<file path="src/riscv_pkg.sv">
`default_nettype none

package riscv_pkg;

        //////////////////////////////
        // Widths
        //////////////////////////////

        // Data path and register file
        localparam int XLEN       = 32;
        localparam int REG_ADDR_W = 5;
        localparam int INSTR_W    = 32;

        //////////////////////////////
        // Encodings
        //////////////////////////////

        // Major opcodes of the supported subset
        typedef enum logic [6:0] {
                OP_REG   = 7'b0110011,
                OP_IMM   = 7'b0010011,
                OP_LOAD  = 7'b0000011,
                OP_STORE = 7'b0100011
        } opcode_e;

        // ALU operations
        typedef enum logic [2:0] {
                ALU_ADD,
                ALU_SUB,
                ALU_AND,
                ALU_OR,
                ALU_XOR,
                ALU_SLT
        } alu_op_e;

        // Operand source in execute
        typedef enum logic [1:0] {
                FWD_NONE,
                FWD_EX_MEM,
                FWD_MEM_WB
        } fwd_sel_e;

endpackage

`default_nettype wire
</file>
<file path="src/fetch_stage.sv">
`timescale 1ns/1ps
`default_nettype none

module fetch_stage import riscv_pkg::*; #(
        parameter int IMEM_AW = 6
) (
        input  wire logic               clk,
        input  wire logic               i_arst_n,
        input  wire logic               i_run,
        input  wire logic               i_load_stall,
        input  wire logic               i_imem_we,
        input  wire logic [IMEM_AW-1:0] i_imem_addr,
        input  wire logic [INSTR_W-1:0] i_imem_data,
        output logic      [INSTR_W-1:0] o_instr
);

        // addi x0, x0, 0
        localparam logic [INSTR_W-1:0] NOP = 32'h0000_0013;

        logic [INSTR_W-1:0] imem [2**IMEM_AW];
        // Byte address, low two bits stay zero
        logic [IMEM_AW+1:0] pc;
        logic [INSTR_W-1:0] fetched;

        //////////////////////////////
        // Instruction memory
        //////////////////////////////

        // Load port, only used before the run
        always_ff @(posedge clk) begin
                if (i_imem_we) begin
                        imem[i_imem_addr] <= i_imem_data;
                end
        end

        // Asynchronous read at the word index
        assign fetched = imem[pc[IMEM_AW+1:2]];

        //////////////////////////////
        // PC and IF/ID
        //////////////////////////////

        // Hold while idle or stalled
        always_ff @(posedge clk or negedge i_arst_n) begin
                if (!i_arst_n) begin
                        pc <= '0;
                end else if (i_run && !i_load_stall) begin
                        pc <= pc + (IMEM_AW+2)'(4);
                end
        end

        // Idle pipeline sees only NOPs
        always_ff @(posedge clk or negedge i_arst_n) begin
                if (!i_arst_n) begin
                        o_instr <= NOP;
                end else if (!i_run) begin
                        o_instr <= NOP;
                end else if (!i_load_stall) begin
                        o_instr <= fetched;
                end
        end

endmodule

`default_nettype wire

</file>
<file path="config.mk">
export PLATFORM = sky130hd
export DESIGN_NAME = fetch_stage
export DESIGN_NICKNAME = d
export VERILOG_FILES = /design/src/riscv_pkg.sv /design/src/fetch_stage.sv
export SDC_FILE = /design/constraint.sdc
export NUM_CORES = 2
export LEC_CHECK = 0
export BUFFER_PORTS_ARGS = -buffer_cell sky130_fd_sc_hd__buf_2
export CORE_ASPECT_RATIO = 1.25
export CORE_UTILIZATION = 45
export DETAILED_ROUTE_END_ITERATION = 10
export HOLD_SLACK_MARGIN = 0.1
export PLACE_DENSITY = 0.67
export RECOVER_POWER = 25
export SLEW_MARGIN = 20
export SYNTH_ARGS = -nofsm -noshare
export SYNTH_HDL_FRONTEND = slang
export SYNTH_SLANG_ARGS = --single-unit
</file>
<file path="constraint.sdc">
create_clock -name clk -period 3.2 [get_ports clk]
set_input_delay 0.96 -clock clk [delete_from_list [all_inputs] [get_ports clk]]
set_output_delay 0.96 -clock clk [all_outputs]
set_load 0.02 [all_outputs]
</file>
==> flow_summary.yaml <==
layout:
  final_cell_mix: "2,048 x edfxtp_1, 522 x mux4_2, 197 x clkbuf_16"
  final_cell_area_sq_um: 92000
  finalNetCount: 3910
  final_common_cell: "edfxtp_1"
  drive_gt1_frac: 0.306
  syn_to_final_growth_pct: 15.7
  fin_cells: 6379
synth:
  synthFlopType: "edfxtp_1"
  synth-xor-area-share: 0.000551
  async_reset_ff_frac: 0.0182
  synth_compound_area_frac: 0.0233
  synth_area_sq_um: 79500
  synth_edf_count: 2048
  synth_top_family_by_area: "multiplexers"
  syn_inst: 3479
  synth_mux_area_frac: 0.159
  synth.avg_cell_area_sq_um: 22.9
  seq_area_frac_synth: 0.785
  synthDistinctLibCells: 56
  synth_warnings: 0
  synth_fa_ha_area_frac: 0.000157
  syn-num-nets: 3523
  synth_simple_gate_area_frac: 0.0182
  synth-seq-cells: 2086
timing:
  finalSetupViolations: 0
  setup_slack_ns: 0.0351
  skew_ns: 0.0313
  min_period_ns: 3.16
  rsz0062_at_grt: "no"
  slew_headroom: -0.898
  fmax_mhz: 316
  tightestPinTransition_ns: 2.85
  slew_viol_final: 499
  hold_violations: 0
  timing.final.crit_share: 0.989
floorplanning:
  die_h_um: 472
  core_area_sq_um: 176000
  io_pins: 75
  die_x_um: 378
  start_util: 0.453
  fp-row-count: 172
  die_area_sq_um: 178000
global_route:
  gr-total-overflow: 0
  grt_util_all_layers: 0.233
  grt_max_degree: 65
  grt_pass1_wl_mm: 292
  antenna_found_initial: 15
  grt_pass1_vias: 39500
setup_path:
  r2r_end: "o_instr[18]"
  ff2ff_setup_slack_ns: 0.04
  startpoint: "pc[2]"
  max_stage_delay_ns: 0.63
  worstPathMaxFanout: 10
  required_ns: 3.95
  worstPathArrival_ns: 3.91
  critical_path.top_delay_family: "compound AO/OA/AOI/OAI gates"
  endpoint: "o_instr[18]"
  timing.rr.start: "pc[2]"
  path_depth: 8
  critPathBufInv: 2
  crit_slowest_cell: "dfrtp_4"
  path_cells: "buf_4 > mux4_2 > o22ai_1 > o21ai_0 > o21ai_0 > nor4_2 > buf_4 > a211o_1"
  critPathKind: "register to register"
  r2r_cells: 8
  cp-end-kind: "register"
  cp-start-kind: "register"
clocking:
  clk_latency_ns: 0.83
  worst_setup_hold_path_clk_slew_ns: 0.06
  clockBufferDepth: 3
  ctsRootBufferMaster: "clkbuf_16"
  cts.sinks: 2086
  cts_inserted_buffers: 192
  cts_tree: "built"
  htree_levels: 4
route:
  firstDrtPassIters: 6
  dr_total_vias: 39100
  drtIter0Drc: 4935
  avgViaCountPerCell: 6.13
  wl_per_cell_um: 32.3
  drtAntennaViolNets: 0
  routed_wl_mm: 206
  drc: 0
power:
  internal_power_mw: 52.1
  combPwrFrac: 0.265
  total_leakage_power_nw: 29.0
  swShare: 0.287
  p_per_area_nw_per_um2: 795
  p_clk_frac: 0.310
  p_sw_mw: 21.0
  vdd_drop_max_mv: 0.489
  p_seq_frac: 0.425
min_path:
  min_path_type: "register to register"
placed_design:
  io_buffer_count: 74
  hpwlAfterDp_mm: 121
  dp_cells: 6019
  place_ws_ns: -0.140
  placed_area_sq_um: 85800
  gp_congestion: 0.824
status:
  violations: "max-capacitance violations, max-slew violations"
  status: "finished with violations"
run:
  cap_viol_max_count: 12
## worst min-delay path by stage
stage               start     endpoint  cells after the start
4_1_cts          i_arst_n  o_instr[11]                      1
3_5_place_dp   o_instr[8]   o_instr[8]                      2
6_report       o_instr[8]   o_instr[8]                      2
2_1_floorplan  o_instr[0]   o_instr[0]                      1
3_3_place_gp   o_instr[8]   o_instr[8]                      2
5_1_grt        o_instr[8]   o_instr[8]                      2
## repair_timing
action | in CTS | in global routing
hold buffers | 0 | 1
setup endpoints to repair | 1 | 1
resized for setup | 1 | 1
endpoints found under the hold margin | 0 | 9
buffers inserted | 0 | 0
## power by group through the flow
stage	Sequential [mW]	Combinational, mW	Clock (mW)
after floorplan	31.4	12.6	0
final	31.1	19.3	22.7
after global placement	31.6	19.5	0
after detailed placement	31.6	19.5	0
after CTS	31.0	19.6	23.0
after global routing	31.1	20.3	23.9
## layout make-up
cell class	count	area [sq um]
Fill cell	13400	83600
Sequential cell	2086	62500
Timing Repair Buffer	381	3810
Inverter	5	21.3
Tap cell	2349	2940
Clock inverter	96	1000
Multi-Input combinational cell	1200	16500
Clock buffer	259	5220
Antenna cell	3	7.51
## synth_stat cells (8+ instances only)
| cell type | number | area share |
|---|---|---|
| a21oi_1 | 26 | 0.0016 |
| clkbuf_1 | 50 | 0.0024 |
| and2_1 | 9 | 0.00071 |
| buf_4 | 34 | 0.0032 |
| nor2b_1 | 15 | 0.0012 |
| nand3_1 | 22 | 0.0014 |
| nand2_1 | 118 | 0.0056 |
| nor4_1 | 11 | 0.00087 |
| mux4_2 | 522 | 0.15 |
| a221oi_1 | 40 | 0.0044 |
| dfrtp_1 | 35 | 0.011 |
| buf_6 | 11 | 0.0016 |
| a22o_1 | 21 | 0.0023 |
| o22ai_1 | 34 | 0.0027 |
| nor2_1 | 105 | 0.0050 |
| a22oi_1 | 30 | 0.0028 |
| o21ai_0 | 48 | 0.0030 |
| and3_1 | 11 | 0.00087 |
| mux2i_1 | 82 | 0.010 |
| buf_2 | 81 | 0.0051 |
| nor3_1 | 11 | 0.00069 |
| buf_1 | 11 | 0.00052 |
| a31oi_1 | 13 | 0.0010 |
| edfxtp_1 | 2048 | 0.77 |
| mux2_2 | 8 | 0.0011 |
| a211o_1 | 12 | 0.0013 |
## stage by stage
step	hold WS [ns]	power (mW)	TNS [ns]	util
global placement	0.484	51.1	-0.123	0.489
CTS	0.310	73.6	0	0.524
finish	0.520	73.1	0	0.524
global route	0.562	75.3	0	0.524
detailed placement	0.495	51.1	-0.140	0.489
floorplan	0.572	43.9	-161.86	-
## kinds of logic (layout without fill, tap and decap cells)
family / after synthesis / count (layout)
other: 0 / 3
flip-flops: 2086 / 2086
multiplexers: 612 / 612
XOR/XNOR: 5 / 5
AO/OA/AOI/OAI: 258 / 258
AND/OR/NAND/NOR: 324 / 324
adder cells (fa/ha/maj): 1 / 1
buffers and inverters: 193 / 741
## metal layers
layer,wire [um],GRT usage,vias to the layer above
met4,7230,0.0803,10
met1,76600,0.308,21100
li1,-,-,15600
met5,67,0,-
met3,17800,0.0394,370
met2,104000,0.391,2073
## registers in the layout, indices dropped and copies added, names as in the netlist
signal,flops
imem,2048
o_instr,32
pc,6
## tightest hold or removal path, stage by stage (launching register included)
cell     delay (ns)
dfrtp_1        0.36
a21oi_1        0.07
nand3_1        0.05
(Power assumes the default switching activity.)
