==> config.mk <==
export PLATFORM = sky130hd
export DESIGN_NAME = execute_stage_flat
export DESIGN_NICKNAME = d
export VERILOG_FILES = /design/src/riscv_pkg.sv /design/src/riscv_pipe_if.sv /design/src/execute_stage.sv /design/src/flat_wrapper.sv
export SDC_FILE = /design/constraint.sdc
export NUM_CORES = 1
export LEC_CHECK = 0
export BUFFER_PORTS_ARGS = -buffer_cell sky130_fd_sc_hd__buf_2
export CAP_MARGIN = 20
export CORE_MARGIN = 4
export CORE_UTILIZATION = 59
export DETAILED_ROUTE_END_ITERATION = 10
export PLACE_DENSITY = 0.88
export REMOVE_ABC_BUFFERS = 1
export SLEW_MARGIN = 20
export SYNTH_ARGS = -nofsm -noshare
export SYNTH_HDL_FRONTEND = slang
export SYNTH_SLANG_ARGS = --single-unit
==> constraint.sdc <==
create_clock -name clk -period 10.55 [get_ports clk]
set_input_delay 2.11 -clock clk [delete_from_list [all_inputs] [get_ports clk]]
set_output_delay 2.11 -clock clk [all_outputs]
set_load 0.03 [all_outputs]
==> src/riscv_pkg.sv <==
`default_nettype none

package riscv_pkg;

        //////////////////////////////
        // Widths
        //////////////////////////////

        // Data path and register file
        localparam int XLEN       = 32;
        localparam int REG_ADDR_W = 5;
        localparam int INSTR_W    = 32;

        //////////////////////////////
        // Encodings
        //////////////////////////////

        // Major opcodes of the supported subset
        typedef enum logic [6:0] {
                OP_REG   = 7'b0110011,
                OP_IMM   = 7'b0010011,
                OP_LOAD  = 7'b0000011,
                OP_STORE = 7'b0100011
        } opcode_e;

        // ALU operations
        typedef enum logic [2:0] {
                ALU_ADD,
                ALU_SUB,
                ALU_AND,
                ALU_OR,
                ALU_XOR,
                ALU_SLT
        } alu_op_e;

        // Operand source in execute
        typedef enum logic [1:0] {
                FWD_NONE,
                FWD_EX_MEM,
                FWD_MEM_WB
        } fwd_sel_e;

endpackage

`default_nettype wire
==> src/riscv_pipe_if.sv <==
`timescale 1ns/1ps
`default_nettype none

// Decode to execute
interface id_ex_if import riscv_pkg::*; ();

        alu_op_e               alu_op;
        logic                  use_imm;
        logic [XLEN-1:0]       imm;
        // Source indices, kept for forwarding
        logic [REG_ADDR_W-1:0] rs1;
        logic [REG_ADDR_W-1:0] rs2;
        logic [XLEN-1:0]       rs1_data;
        logic [XLEN-1:0]       rs2_data;
        logic [REG_ADDR_W-1:0] rd;
        // Control bits, cleared on a bubble
        logic                  reg_write;
        logic                  mem_read;
        logic                  mem_write;

        // Decode side, also reads rd and mem_read back
        modport src (
                output alu_op, use_imm, imm, rs1, rs2, rs1_data, rs2_data,
                output rd, reg_write, mem_read, mem_write
        );

        modport dst (
                input alu_op, use_imm, imm, rs1, rs2, rs1_data, rs2_data,
                input rd, reg_write, mem_read, mem_write
        );

endinterface

// Execute to memory
interface ex_mem_if import riscv_pkg::*; ();

        logic [XLEN-1:0]       alu_result;
        logic [XLEN-1:0]       store_data;
        logic [REG_ADDR_W-1:0] rd;
        logic                  reg_write;
        logic                  mem_read;
        logic                  mem_write;

        // Execute side, reads its own outputs for forwarding
        modport src (
                output alu_result, store_data, rd, reg_write, mem_read, mem_write
        );

        modport dst (
                input alu_result, store_data, rd, reg_write, mem_read, mem_write
        );

endinterface

`default_nettype wire

==> src/execute_stage.sv <==
`timescale 1ns/1ps
`default_nettype none

module execute_stage import riscv_pkg::*; (
        input  wire logic                  clk,
        input  wire logic                  i_arst_n,
        id_ex_if.dst                       id_ex,
        input  wire logic                  i_wb_write,
        input  wire logic [REG_ADDR_W-1:0] i_wb_rd,
        input  wire logic [XLEN-1:0]       i_wb_data,
        ex_mem_if.src                      ex_mem
);

        fwd_sel_e        fwd_a;
        fwd_sel_e        fwd_b;
        logic            ex_fwd_ok;
        logic            wb_fwd_ok;
        logic [XLEN-1:0] op_a;
        logic [XLEN-1:0] rs2_fwd;
        logic [XLEN-1:0] op_b;
        logic [XLEN-1:0] result;

        function automatic logic [XLEN-1:0] fwd_mux(
                input fwd_sel_e        sel,
                input logic [XLEN-1:0] reg_val,
                input logic [XLEN-1:0] ex_val,
                input logic [XLEN-1:0] wb_val
        );
                case (sel)
                        FWD_EX_MEM: return ex_val;
                        FWD_MEM_WB: return wb_val;
                        default:    return reg_val;
                endcase
        endfunction

        //////////////////////////////
        // Forwarding
        //////////////////////////////

        // Load in EX/MEM never matches here, stall covers it
        assign ex_fwd_ok = ex_mem.reg_write && !ex_mem.mem_read && (ex_mem.rd != '0);
        assign wb_fwd_ok = i_wb_write && (i_wb_rd != '0);

        // Newer EX/MEM result wins
        always_comb begin
                fwd_a = FWD_NONE;
                fwd_b = FWD_NONE;
                if (wb_fwd_ok && i_wb_rd == id_ex.rs1) fwd_a = FWD_MEM_WB;
                if (wb_fwd_ok && i_wb_rd == id_ex.rs2) fwd_b = FWD_MEM_WB;
                if (ex_fwd_ok && ex_mem.rd == id_ex.rs1) fwd_a = FWD_EX_MEM;
                if (ex_fwd_ok && ex_mem.rd == id_ex.rs2) fwd_b = FWD_EX_MEM;
        end

        assign op_a    = fwd_mux(fwd_a, id_ex.rs1_data, ex_mem.alu_result, i_wb_data);
        assign rs2_fwd = fwd_mux(fwd_b, id_ex.rs2_data, ex_mem.alu_result, i_wb_data);
        assign op_b    = id_ex.use_imm ? id_ex.imm : rs2_fwd;

        //////////////////////////////
        // ALU and EX/MEM
        //////////////////////////////

        always_comb begin
                case (id_ex.alu_op)
                        ALU_SUB: result = op_a - op_b;
                        ALU_AND: result = op_a & op_b;
                        ALU_OR:  result = op_a | op_b;
                        ALU_XOR: result = op_a ^ op_b;
                        // Signed compare
                        ALU_SLT: result = {{(XLEN-1){1'b0}}, $signed(op_a) < $signed(op_b)};
                        default: result = op_a + op_b;
                endcase
        end

        always_ff @(posedge clk or negedge i_arst_n) begin
                if (!i_arst_n) begin
                        ex_mem.reg_write <= 1'b0;
                        ex_mem.mem_read  <= 1'b0;
                        ex_mem.mem_write <= 1'b0;
                end else begin
                        ex_mem.reg_write <= id_ex.reg_write;
                        ex_mem.mem_read  <= id_ex.mem_read;
                        ex_mem.mem_write <= id_ex.mem_write;
                end
        end

        // Store data is the forwarded rs2
        always_ff @(posedge clk) begin
                ex_mem.alu_result <= result;
                ex_mem.store_data <= rs2_fwd;
                ex_mem.rd         <= id_ex.rd;
        end

endmodule

`default_nettype wire

==> src/flat_wrapper.sv <==
// flat-port wrapper written by rule: the top's interface ports become plain ports
module execute_stage_flat import riscv_pkg::*;
  (clk, i_arst_n, i_wb_write, i_wb_rd, i_wb_data, id_ex_alu_op, id_ex_use_imm, id_ex_imm, id_ex_rs1, id_ex_rs2, id_ex_rs1_data, id_ex_rs2_data, id_ex_rd, id_ex_reg_write, id_ex_mem_read, id_ex_mem_write, ex_mem_alu_result, ex_mem_store_data, ex_mem_rd, ex_mem_reg_write, ex_mem_mem_read, ex_mem_mem_write);
  id_ex_if id_ex_i ();
  ex_mem_if ex_mem_i ();
  input  wire logic clk;
  input  wire logic i_arst_n;
  input  wire logic i_wb_write;
  input  wire logic [REG_ADDR_W-1:0] i_wb_rd;
  input  wire logic [XLEN-1:0] i_wb_data;
  input wire logic [$bits(id_ex_i.alu_op)-1:0] id_ex_alu_op;
  input wire logic [$bits(id_ex_i.use_imm)-1:0] id_ex_use_imm;
  input wire logic [$bits(id_ex_i.imm)-1:0] id_ex_imm;
  input wire logic [$bits(id_ex_i.rs1)-1:0] id_ex_rs1;
  input wire logic [$bits(id_ex_i.rs2)-1:0] id_ex_rs2;
  input wire logic [$bits(id_ex_i.rs1_data)-1:0] id_ex_rs1_data;
  input wire logic [$bits(id_ex_i.rs2_data)-1:0] id_ex_rs2_data;
  input wire logic [$bits(id_ex_i.rd)-1:0] id_ex_rd;
  input wire logic [$bits(id_ex_i.reg_write)-1:0] id_ex_reg_write;
  input wire logic [$bits(id_ex_i.mem_read)-1:0] id_ex_mem_read;
  input wire logic [$bits(id_ex_i.mem_write)-1:0] id_ex_mem_write;
  output wire logic [$bits(ex_mem_i.alu_result)-1:0] ex_mem_alu_result;
  output wire logic [$bits(ex_mem_i.store_data)-1:0] ex_mem_store_data;
  output wire logic [$bits(ex_mem_i.rd)-1:0] ex_mem_rd;
  output wire logic [$bits(ex_mem_i.reg_write)-1:0] ex_mem_reg_write;
  output wire logic [$bits(ex_mem_i.mem_read)-1:0] ex_mem_mem_read;
  output wire logic [$bits(ex_mem_i.mem_write)-1:0] ex_mem_mem_write;
  assign id_ex_i.alu_op = id_ex_alu_op;
  assign id_ex_i.use_imm = id_ex_use_imm;
  assign id_ex_i.imm = id_ex_imm;
  assign id_ex_i.rs1 = id_ex_rs1;
  assign id_ex_i.rs2 = id_ex_rs2;
  assign id_ex_i.rs1_data = id_ex_rs1_data;
  assign id_ex_i.rs2_data = id_ex_rs2_data;
  assign id_ex_i.rd = id_ex_rd;
  assign id_ex_i.reg_write = id_ex_reg_write;
  assign id_ex_i.mem_read = id_ex_mem_read;
  assign id_ex_i.mem_write = id_ex_mem_write;
  assign ex_mem_alu_result = ex_mem_i.alu_result;
  assign ex_mem_store_data = ex_mem_i.store_data;
  assign ex_mem_rd = ex_mem_i.rd;
  assign ex_mem_reg_write = ex_mem_i.reg_write;
  assign ex_mem_mem_read = ex_mem_i.mem_read;
  assign ex_mem_mem_write = ex_mem_i.mem_write;
  execute_stage u_core (.clk(clk), .i_arst_n(i_arst_n), .id_ex(id_ex_i), .i_wb_write(i_wb_write), .i_wb_rd(i_wb_rd), .i_wb_data(i_wb_data), .ex_mem(ex_mem_i));
endmodule
==> results.txt <==
hold_buf cts - 0
Final Hold Fails - 0
WL final - 28.75 mm
chip height - 129.8 microns
fin cells - 1576
Top Ports - 230
Final period util - 64.75%
synth-to-layout area growth - 16.96%
met1 usage - 42.56%
clock buffer depth - 2
maximum vdd ir drop - 88.25 uV
Syn. warnings - 0
critical path arrival - 7.06 ns
crit path max fanout - 32
EDFF count, synth - 0
Most Crowded Layer GR - met2
worst slew pin tran - 1.133 ns
total DRC errors in the routed layout - 0
ys flop type - dfxtp_1
max-slew violation count - 0
post-synthesis register bit count - 72
number of gates resized after cts - 0
total gr overflow - 0
Syn Area/Cell - 7.257 sq um
final setup vio count - 0
CTS H-tree depth - 3
Crit Path Category - input port to flip-flop
M2 GR Usage - 53.47%
filler cell count - 1248
number of antenna violations at the first check in global routing - 0
Yosys top cell by area - dfxtp_1
RSZ-0062 raised after global routing - no
Pwr Density - 122.9 nW/um^2
Clock Tree Root - clkbuf_16
first-pass GRT wire length - 43.24 mm
ys async rst share - 4.167%
max-cap violation count - 0
Slew HR - 24.06%
drt first pass iters - 5
cts bufs inserted - 9
M3 GR Usage - 5.772%
crit path launch type - input port
maximum clock frequency - 146.4 MHz
post-DP HPWL - 21.34 mm
hold slack - 0.4818 ns
most frequent cell after synthesis - nand2_1
HP Class - flip-flop to flip-flop
core area - 14530 sq um
Worst-Skew Late Latency - 0.36 ns
Initial Util - 60.22%
Netlist Area Pre-Place - 8752 sq um
setup TNS - 0 ns
crit path capture type - flip-flop
Clk pin slew, worst setup/hold paths - 0.06 ns
final setup skew - 0.005151 ns
outcome - finished clean
Mapped Cells - 1206
Die X - 129.8 microns
n_diodes - 0
share of cells above drive strength 1 - 20.47%
Via density - 6.079
RD Place Congestion - 0.9958
register area share after synthesis - 16.64%
pin count of the biggest net entering global routing - 65
area share of the largest cell type after synthesis - 15.78%
vias in the first global route - 8474
initial DRC count - 1001
Post-DRT Antenna Nets - 0
synth unique cells - 78
Synth area leaders - dfxtp_1, ha_1, mux2i_1
fin crit period - 6.831 ns
placed insts - 1560
# nets final - 1646
vias post-DR - 9580
CTS Sinks - 72
Die Area - 16850 sq um
IO buf count - 229
total power - 1.258 mW
CTS tree - yes
global-route usage over all layers - 32.02%
postcts setup bufs - 0
Commonest cells post-synth - nand2_1, a21oi_1, o21ai_0, nor2_1, ha_1
leakage power - 4.711 nW
Crit path required time - 10.78 ns
routed wire length per instance - 18.24 microns
Std-Cell Rows - 44
==> critical path: stages <==
cell,delay [ns]
buf_2,0.13
or4_1,0.54
o21ai_1,0.29
nor4_4,0.08
buf_4,0.34
mux2i_1,0.19
o21ai_0,0.22
mux2i_1,0.17
ha_1,0.53
and2b_1,0.27
a211oi_2,0.25
o211ai_1,0.14
a221o_1,0.41
o211a_1,0.31
nor4_4,0.45
nor3_1,0.08
a2111oi_0,0.41
a21oi_1,0.13
==> flip-flops by register name (all words and copies together) (netlist names) <==
name                      flops
u_core.ex_mem.alu_result     32
u_core.ex_mem.store_data     32
u_core.ex_mem.rd              5
u_core.ex_mem.mem_read        1
u_core.ex_mem.mem_write       1
u_core.ex_mem.reg_write       1
==> cells in the final DEF (no fill, tap or decap), types with 9 or more instances in the layout <==
cell / count
o21bai_1: 10
xor2_1: 13
inv_1: 96
nor2_1: 109
a211oi_1: 15
o211ai_1: 10
a31oi_1: 9
dfxtp_1: 69
o21a_1: 12
o22ai_1: 17
nand3_1: 13
a21oi_1: 112
o21ai_0: 111
buf_4: 12
nor3_1: 16
nor2b_1: 13
xnor2_1: 27
ha_1: 99
a21o_1: 11
mux2i_1: 97
nand2_1: 122
buf_2: 229
nand2b_1: 11
clkbuf_16: 9
==> area by class of cell <==
cell class	instances	area, sq um	area share, %
sequential	72	1456	14.23
clock buffer	10	239.0	2.335
clock inverter	6	35.03	0.3423
multi-input combinational	963	6664	65.10
inverter	100	375.4	3.667
timing repair buffer	241	1236	12.08
tap	184	230.2	2.249
==> cells by family after synthesis <==
group / count (synthesis) / synth area share (%)
AND/OR/NAND/NOR: 322 / 16.47
multiplexers: 104 / 11.99
XOR/XNOR: 40 / 4.003
flip-flops: 72 / 16.64
buffers and inverters: 171 / 7.591
adder cells (fa/ha/maj): 101 / 14.61
AO/OA/AOI/OAI: 396 / 28.69
==> power breakdown <==
part	total [mW]	internal, mW	switching [mW]
Clock	0.294	0.164	0.130
Combinational	0.627	0.227	0.400
Sequential	0.337	0.310	0.0268
Total	1.26	0.701	0.557
==> final timing paths <==
path / cells past startpoint / start / end / slack, ns
max reg2reg: 19 / u_core.ex_mem.rd[0] / u_core.ex_mem.alu_result[22] / 5.43
max: 18 / i_wb_rd[0] / u_core.ex_mem.alu_result[22] / 3.72
max in group asynchronous: 1 / i_arst_n / u_core.ex_mem.mem_write / 8.91
min reg2reg: 2 / u_core.ex_mem.alu_result[13] / u_core.ex_mem.store_data[13] / 0.48
min: 2 / u_core.ex_mem.alu_result[13] / u_core.ex_mem.store_data[13] / 0.48
min in group asynchronous: 1 / i_arst_n / u_core.ex_mem.reg_write / 1.54
==> stage by stage <==
stage,instance area (sq um),worst slack [ns],util [%]
after global placement,9962,3.580,68.54
after CTS,10240,3.753,70.43
after floorplan,8463,0.3809,-
final,10240,3.719,70.43
after global routing,10240,3.305,70.43
after detailed placement,9962,3.398,68.54
==> routing by layer <==
layer / routed length, microns / vias up
met3: 2888 / 62
li1: - / 4659
met1: 11950 / 4337
met5: 0 / -
met2: 13270 / 522
met4: 635 / 0
Power figures use the tool's default switching activity.
