--- src/riscv_pkg.sv ---
`default_nettype none

package riscv_pkg;

        //////////////////////////////
        // Widths
        //////////////////////////////

        // Data path and register file
        localparam int XLEN       = 32;
        localparam int REG_ADDR_W = 5;
        localparam int INSTR_W    = 32;

        //////////////////////////////
        // Encodings
        //////////////////////////////

        // Major opcodes of the supported subset
        typedef enum logic [6:0] {
                OP_REG   = 7'b0110011,
                OP_IMM   = 7'b0010011,
                OP_LOAD  = 7'b0000011,
                OP_STORE = 7'b0100011
        } opcode_e;

        // ALU operations
        typedef enum logic [2:0] {
                ALU_ADD,
                ALU_SUB,
                ALU_AND,
                ALU_OR,
                ALU_XOR,
                ALU_SLT
        } alu_op_e;

        // Operand source in execute
        typedef enum logic [1:0] {
                FWD_NONE,
                FWD_EX_MEM,
                FWD_MEM_WB
        } fwd_sel_e;

endpackage

`default_nettype wire
--- src/riscv_pipe_if.sv ---
`timescale 1ns/1ps
`default_nettype none

// Decode to execute
interface id_ex_if import riscv_pkg::*; ();

        alu_op_e               alu_op;
        logic                  use_imm;
        logic [XLEN-1:0]       imm;
        // Source indices, kept for forwarding
        logic [REG_ADDR_W-1:0] rs1;
        logic [REG_ADDR_W-1:0] rs2;
        logic [XLEN-1:0]       rs1_data;
        logic [XLEN-1:0]       rs2_data;
        logic [REG_ADDR_W-1:0] rd;
        // Control bits, cleared on a bubble
        logic                  reg_write;
        logic                  mem_read;
        logic                  mem_write;

        // Decode side, also reads rd and mem_read back
        modport src (
                output alu_op, use_imm, imm, rs1, rs2, rs1_data, rs2_data,
                output rd, reg_write, mem_read, mem_write
        );

        modport dst (
                input alu_op, use_imm, imm, rs1, rs2, rs1_data, rs2_data,
                input rd, reg_write, mem_read, mem_write
        );

endinterface


`default_nettype wire

--- src/decode_stage.sv ---
`timescale 1ns/1ps
`default_nettype none

module decode_stage import riscv_pkg::*; (
        input  wire logic                  clk,
        input  wire logic                  i_arst_n,
        input  wire logic [INSTR_W-1:0]    i_instr,
        input  wire logic                  i_wb_write,
        input  wire logic [REG_ADDR_W-1:0] i_wb_rd,
        input  wire logic [XLEN-1:0]       i_wb_data,
        output logic                       o_load_stall,
        id_ex_if.src                       id_ex
);

        opcode_e               opcode;
        logic [2:0]            funct3;
        logic [6:0]            funct7;
        logic [REG_ADDR_W-1:0] rs1;
        logic [REG_ADDR_W-1:0] rs2;
        logic [REG_ADDR_W-1:0] rd;
        logic [XLEN-1:0]       rs1_data;
        logic [XLEN-1:0]       rs2_data;
        logic [XLEN-1:0]       regs [2**REG_ADDR_W];

        // Control from the decoder
        alu_op_e               alu_op;
        logic                  use_imm;
        logic [XLEN-1:0]       imm;
        logic                  reg_write;
        logic                  mem_read;
        logic                  mem_write;

        //////////////////////////////
        // Field split
        //////////////////////////////

        assign opcode = opcode_e'(i_instr[6:0]);
        assign rd     = i_instr[11:7];
        assign funct3 = i_instr[14:12];
        assign rs1    = i_instr[19:15];
        assign rs2    = i_instr[24:20];
        assign funct7 = i_instr[31:25];

        //////////////////////////////
        // Control
        //////////////////////////////

        always_comb begin
                alu_op    = ALU_ADD;
                use_imm   = 1'b0;
                imm       = '0;
                reg_write = 1'b0;
                mem_read  = 1'b0;
                mem_write = 1'b0;
                case (opcode)
                        OP_REG: begin
                                reg_write = 1'b1;
                                case (funct3)
                                        3'b000:  alu_op = funct7[5] ? ALU_SUB : ALU_ADD;
                                        3'b010:  alu_op = ALU_SLT;
                                        3'b100:  alu_op = ALU_XOR;
                                        3'b110:  alu_op = ALU_OR;
                                        3'b111:  alu_op = ALU_AND;
                                        default: alu_op = ALU_ADD;
                                endcase
                        end
                        // ADDI only
                        OP_IMM: begin
                                reg_write = 1'b1;
                                use_imm   = 1'b1;
                                imm       = {{(XLEN-12){i_instr[31]}}, i_instr[31:20]};
                        end
                        // Address = rs1 + I immediate
                        OP_LOAD: begin
                                reg_write = 1'b1;
                                mem_read  = 1'b1;
                                use_imm   = 1'b1;
                                imm       = {{(XLEN-12){i_instr[31]}}, i_instr[31:20]};
                        end
                        // Split S immediate
                        OP_STORE: begin
                                mem_write = 1'b1;
                                use_imm   = 1'b1;
                                imm       = {{(XLEN-12){i_instr[31]}}, i_instr[31:25],
                                             i_instr[11:7]};
                        end
                        // Unknown opcodes act as NOPs
                        default: ;
                endcase
        end

        //////////////////////////////
        // Register file
        //////////////////////////////

        // Writeback already excludes x0
        always_ff @(posedge clk) begin
                if (i_wb_write) begin
                        regs[i_wb_rd] <= i_wb_data;
                end
        end

        // x0 reads zero, same-cycle write passes through
        assign rs1_data = (rs1 == '0) ? '0 :
                          (i_wb_write && i_wb_rd == rs1) ? i_wb_data : regs[rs1];
        assign rs2_data = (rs2 == '0) ? '0 :
                          (i_wb_write && i_wb_rd == rs2) ? i_wb_data : regs[rs2];

        //////////////////////////////
        // Load-use and ID/EX
        //////////////////////////////

        // Load result not ready for the next instruction
        assign o_load_stall = id_ex.mem_read && (id_ex.rd != '0) &&
                              (id_ex.rd == rs1 || id_ex.rd == rs2);

        // Stall turns this slot into a bubble
        always_ff @(posedge clk or negedge i_arst_n) begin
                if (!i_arst_n) begin
                        id_ex.reg_write <= 1'b0;
                        id_ex.mem_read  <= 1'b0;
                        id_ex.mem_write <= 1'b0;
                end else if (o_load_stall) begin
                        id_ex.reg_write <= 1'b0;
                        id_ex.mem_read  <= 1'b0;
                        id_ex.mem_write <= 1'b0;
                end else begin
                        id_ex.reg_write <= reg_write;
                        id_ex.mem_read  <= mem_read;
                        id_ex.mem_write <= mem_write;
                end
        end

        // Payload
        always_ff @(posedge clk) begin
                id_ex.alu_op   <= alu_op;
                id_ex.use_imm  <= use_imm;
                id_ex.imm      <= imm;
                id_ex.rs1      <= rs1;
                id_ex.rs2      <= rs2;
                id_ex.rs1_data <= rs1_data;
                id_ex.rs2_data <= rs2_data;
                id_ex.rd       <= rd;
        end

endmodule

`default_nettype wire

--- src/flat_wrapper.sv ---
// flat-port wrapper written by rule: the top's interface ports become plain ports
module decode_stage_flat import riscv_pkg::*;
  (clk, i_arst_n, i_instr, i_wb_write, i_wb_rd, i_wb_data, o_load_stall, id_ex_alu_op, id_ex_use_imm, id_ex_imm, id_ex_rs1, id_ex_rs2, id_ex_rs1_data, id_ex_rs2_data, id_ex_rd, id_ex_reg_write, id_ex_mem_read, id_ex_mem_write);
  id_ex_if id_ex_i ();
  input  wire logic clk;
  input  wire logic i_arst_n;
  input  wire logic [INSTR_W-1:0] i_instr;
  input  wire logic i_wb_write;
  input  wire logic [REG_ADDR_W-1:0] i_wb_rd;
  input  wire logic [XLEN-1:0] i_wb_data;
  output logic o_load_stall;
  output wire logic [$bits(id_ex_i.alu_op)-1:0] id_ex_alu_op;
  output wire logic [$bits(id_ex_i.use_imm)-1:0] id_ex_use_imm;
  output wire logic [$bits(id_ex_i.imm)-1:0] id_ex_imm;
  output wire logic [$bits(id_ex_i.rs1)-1:0] id_ex_rs1;
  output wire logic [$bits(id_ex_i.rs2)-1:0] id_ex_rs2;
  output wire logic [$bits(id_ex_i.rs1_data)-1:0] id_ex_rs1_data;
  output wire logic [$bits(id_ex_i.rs2_data)-1:0] id_ex_rs2_data;
  output wire logic [$bits(id_ex_i.rd)-1:0] id_ex_rd;
  output wire logic [$bits(id_ex_i.reg_write)-1:0] id_ex_reg_write;
  output wire logic [$bits(id_ex_i.mem_read)-1:0] id_ex_mem_read;
  output wire logic [$bits(id_ex_i.mem_write)-1:0] id_ex_mem_write;
  assign id_ex_alu_op = id_ex_i.alu_op;
  assign id_ex_use_imm = id_ex_i.use_imm;
  assign id_ex_imm = id_ex_i.imm;
  assign id_ex_rs1 = id_ex_i.rs1;
  assign id_ex_rs2 = id_ex_i.rs2;
  assign id_ex_rs1_data = id_ex_i.rs1_data;
  assign id_ex_rs2_data = id_ex_i.rs2_data;
  assign id_ex_rd = id_ex_i.rd;
  assign id_ex_reg_write = id_ex_i.reg_write;
  assign id_ex_mem_read = id_ex_i.mem_read;
  assign id_ex_mem_write = id_ex_i.mem_write;
  decode_stage u_core (.clk(clk), .i_arst_n(i_arst_n), .i_instr(i_instr), .i_wb_write(i_wb_write), .i_wb_rd(i_wb_rd), .i_wb_data(i_wb_data), .o_load_stall(o_load_stall), .id_ex(id_ex_i));
endmodule
--- config.mk ---
export PLATFORM = sky130hd
export DESIGN_NAME = decode_stage_flat
export DESIGN_NICKNAME = d
export VERILOG_FILES = /design/src/riscv_pkg.sv /design/src/riscv_pipe_if.sv /design/src/decode_stage.sv /design/src/flat_wrapper.sv
export SDC_FILE = /design/constraint.sdc
export NUM_CORES = 1
export LEC_CHECK = 0
export BUFFER_PORTS_ARGS = -buffer_cell sky130_fd_sc_hd__clkbuf_2
export CAP_MARGIN = 20
export CORE_MARGIN = 1
export CORE_UTILIZATION = 50
export DETAILED_ROUTE_END_ITERATION = 10
export GPL_TIMING_DRIVEN = 0
export PLACE_DENSITY = 0.73
export SLEW_MARGIN = 40
export SYNTH_ARGS = -nofsm -noshare
export SYNTH_HDL_FRONTEND = slang
export SYNTH_SLANG_ARGS = --single-unit
--- constraint.sdc ---
create_clock -name clk -period 3.2 [get_ports clk]
set_input_delay 0.64 -clock clk [delete_from_list [all_inputs] [get_ports clk]]
set_output_delay 0.64 -clock clk [all_outputs]
set_load 0.02 [all_outputs]
==> flow_summary.json <==
{
  "skew_ns": 0.0256,
  "min_path_cells": 1,
  "ff2ff_path_depth": 5,
  "grt_pass1_wl_um": 227000,
  "worstSetupPathType": "primary input to flip-flop",
  "dp.cells": 4134,
  "vdd_ir_drop_max_v": 0.000551,
  "fin_crit_ns": 3.22,
  "port_buffers": 184,
  "timing.fmax_ghz": 0.311,
  "power.leakage_nw": 19.4,
  "finalPower_w": 0.0333,
  "nNetsFinal": 3033,
  "reg2reg_from": "u_core.regs[15][12]$_DFFE_PP_",
  "finalHoldViolations": 0,
  "violations": "setup timing",
  "hp-start": "i_instr[20]",
  "cts_tree": "yes",
  "dpl.hpwl_um": 112000,
  "place_congestion": 1.03,
  "cts_buffer_depth": 3,
  "status": "finished, violations left",
  "groute.usage.overall_pct": 31.7,
  "crit_required_ns": 3.84,
  "reg2reg_to": "u_core.id_ex.rs1_data[12]$_SDFF_PN0_",
  "utilization_pct": 58.9,
  "yosysSeqAreaShare_pct": 65.7,
  "antenna_found_initial": 7,
  "ys.flop_type": "edfxtp_1",
  "tightest_slew_ns": 0.965,
  "cts.sinks": 1122,
  "die_area_sq_um": 101000,
  "grt_pass1_vias": 31600,
  "grt_max_degree": 35,
  "num-fill-cells": 6993,
  "yosys_register_bits": 1122,
  "routed_wl_um": 161000,
  "syn_nets": 2667,
  "postRouteAntennaNets": 0,
  "syn_area_sq_um": 49800,
  "post-route-period-util_pct": 101,
  "postCtsSetupRepairBufs": 0,
  "final_cells": 4350,
  "die_h_um": 318,
  "die_x_um": 318,
  "slew_headroom_pct": 35.1,
  "first_pass_iters": 7,
  "timing.hold.ws_ns": 0.0327,
  "clock_latency_ns": 0.72,
  "clk_root_buffer_cell": "clkbuf_16",
  "crit_path_max_incr_delay_ns": 0.81,
  "avgViaCountPerCell": 7.24,
  "arrival_ns": 3.85,
  "post_drt_wl_per_cell_um": 36.9,
  "crit_chain": "clkbuf_2, buf_2, buf_1, nand2_1, clkbuf_1, o22ai_1, nor4_1, a22o_1",
  "num_vias": 31500,
  "start_util_pct": 50.6,
  "synthCells": 2595,
  "drc": 0,
  "power_density_nw_per_um2": 574,
  "critical_path_peak_fanout": 10,
  "gr-total-overflow": 0,
  "fin_ws_ns": -0.0163,
  "ios": 191,
  "synth_edf_count": 1024,
  "synth-async-reset-ratio_pct": 0.267,
  "cts-htree-levels": 3,
  "numCtsBuffers": 112,
  "area_growth_pct": 16.4,
  "crit_path_end_kind": "flip-flop",
  "whs_endpoint": "u_core.id_ex.rs2[0]$_DFF_P_",
  "synth_area_per_cell_sq_um": 19.2,
  "finalMaxSlewViolations": 0,
  "worstSetupStartpointType": "primary input",
  "reg2reg_slack_ns": 0.80,
  "hp-class": "primary input to flip-flop",
  "initialDrtViolationCount": 5681,
  "ys_warn_count": 0,
  "ys_types": 50,
  "fp.coreArea_sq_um": 98600,
  "pre_cts_ws_ns": -0.772,
  "drv_cap": 0,
  "fp-row-count": 115,
  "drive_above_1_share_pct": 36.2,
  "clkTransAtPathRegs_ns": 0.06,
  "crit_path_top_delay_cell": "nor4_1",
  "setup_viol_count_final": 1
}
-- metrics by stage --
stage	cell area [sq um]	TNS (ns)
global route	58000	-0.00807
CTS	58000	0
detailed placement	54100	-19.83
floorplan	49800	-7.32
global placement	52400	-1603.33
finish	58000	-0.0163
-- worst max-delay path, delay by kind of cell --
family / cells / cell delay (ns)
compound gates: 2 / 0.51
buf+inv: 4 / 1.19
simple gates: 2 / 1.49
-- registers in the layout, summed over array words and instances, names as in the netlist --
register,count
u_core.id_ex.imm,12
u_core.id_ex.rs2_data,32
u_core.id_ex.mem_read,1
u_core.id_ex.rs1_data,32
u_core.id_ex.alu_op,3
u_core.id_ex.rs1,5
u_core.id_ex.reg_write,1
u_core.id_ex.rd,5
u_core.id_ex.use_imm,1
u_core.id_ex.rs2,5
u_core.regs,1024
u_core.id_ex.mem_write,1
-- placed cells by master (no fill, tap or decap), types with 28 or more instances in the layout --
cell	n
a22oi_1	44
clkbuf_1	77
clkbuf_2	211
clkinv_2	28
a2111oi_2	31
mux2i_1	179
clkbuf_16	120
buf_4	38
edfxtp_1	1024
nor2_4	32
buf_8	29
buf_2	83
dfxtp_1	95
a21oi_1	74
o221ai_1	32
mux4_2	438
buf_16	36
o22ai_1	110
a22o_1	89
nand2_1	48
-- how the worst max path moves through the flow --
| stage | startpoint | endpoint | slack (ns) |
|---|---|---|---|
| final | i_instr[24] | u_core.id_ex.rs2_data[28]$_SDFF_PN0_ | -0.02 |
| after global routing | i_instr[24] | u_core.id_ex.rs2_data[19]$_SDFF_PN0_ | -0.005 |
| after CTS | i_instr[15] | o_load_stall | 0.03 |
| after detailed placement | i_instr[24] | u_core.id_ex.rs2_data[14]$_SDFF_PN0_ | -0.77 |
| after global placement | i_wb_rd[1] | u_core.regs[8][26]$_DFFE_PP_ | -1.97 |
| after floorplan | i_wb_rd[0] | u_core.regs[28][0]$_DFFE_PP_ | -0.03 |
-- layout make-up --
type / instances / area, sq um / area share, %
sequential: 1122 / 32700 / 56.4
multi-input combinational: 1241 / 16200 / 27.9
clock buffer: 141 / 3170 / 5.47
timing repair buffer: 253 / 2380 / 4.10
tap: 1287 / 1610 / 2.78
buffer: 228 / 1210 / 2.08
clock inverter: 71 / 684 / 1.18
inverter: 3 / 11.3 / 0.0194
antenna: 4 / 10.0 / 0.0173
-- metal layers --
metal	share of wire (%)	vias up	track usage, %
met5	0.0081	-	0
met3	12	531	7.81
met4	7.4	2	19.8
li1	-	11900	-
met1	34	16200	41.0
met2	46	2842	48.4
-- cell usage after synthesis, types with 2 or more instances --
cell type	n	area share [%]
a2111oi_2	31	0.93
a21oi_1	74	0.74
a22o_1	89	1.6
a22oi_1	44	0.66
a31oi_1	5	0.063
and2_1	8	0.10
buf_1	18	0.14
buf_2	79	0.79
buf_4	35	0.53
buf_6	9	0.20
clkbuf_1	87	0.66
dfrtp_1	3	0.15
dfxtp_1	95	3.8
edfxtp_1	1024	62
inv_1	3	0.023
mux2i_1	179	3.6
mux4_2	438	20
nand2_1	48	0.36
nand2b_1	3	0.038
nand3_1	17	0.17
nand3b_1	6	0.090
nand4_1	3	0.038
nor2_1	52	0.39
nor2b_1	14	0.18
nor3_1	7	0.070
nor4_1	27	0.34
o2111ai_1	2	0.035
o211ai_1	4	0.060
o21ai_0	3	0.030
o221a_2	5	0.11
o221ai_1	32	0.56
o22ai_1	110	1.4
or3_1	2	0.025
or3b_2	3	0.053
or4_1	2	0.030
xnor2_1	9	0.16
xor2_1	12	0.21
-- what timing repair did --
item / CTS / global route
endpoints found under the hold margin: 3 / 0
hold buffers: 1 / 0
gates resized for setup: 5 / 5
pin swaps: 0 / 0
setup endpoints to repair: 4 / 3
-- cells by family (layout without fill, tap and decap cells) --
| family | Yosys count | in the layout | share of synthesized area (%) |
|---|---|---|---|
| flops | 1122 | 1122 | 65.7 |
| buf+inv | 232 | 696 | 2.35 |
| compound gates | 407 | 407 | 6.29 |
| other cells | 0 | 4 | 0 |
| mux | 617 | 617 | 23.4 |
| xor+xnor | 21 | 21 | 0.369 |
| simple gates | 196 | 196 | 1.94 |
-- power by group --
part	switching [W]	leakage (nW)	internal [W]
clock	0.00576	1.91	0.00798
combinational	0.00202	7.39	0.00114
sequential	0.000117	10.1	0.0163
Power figures use the tool's default switching activity.
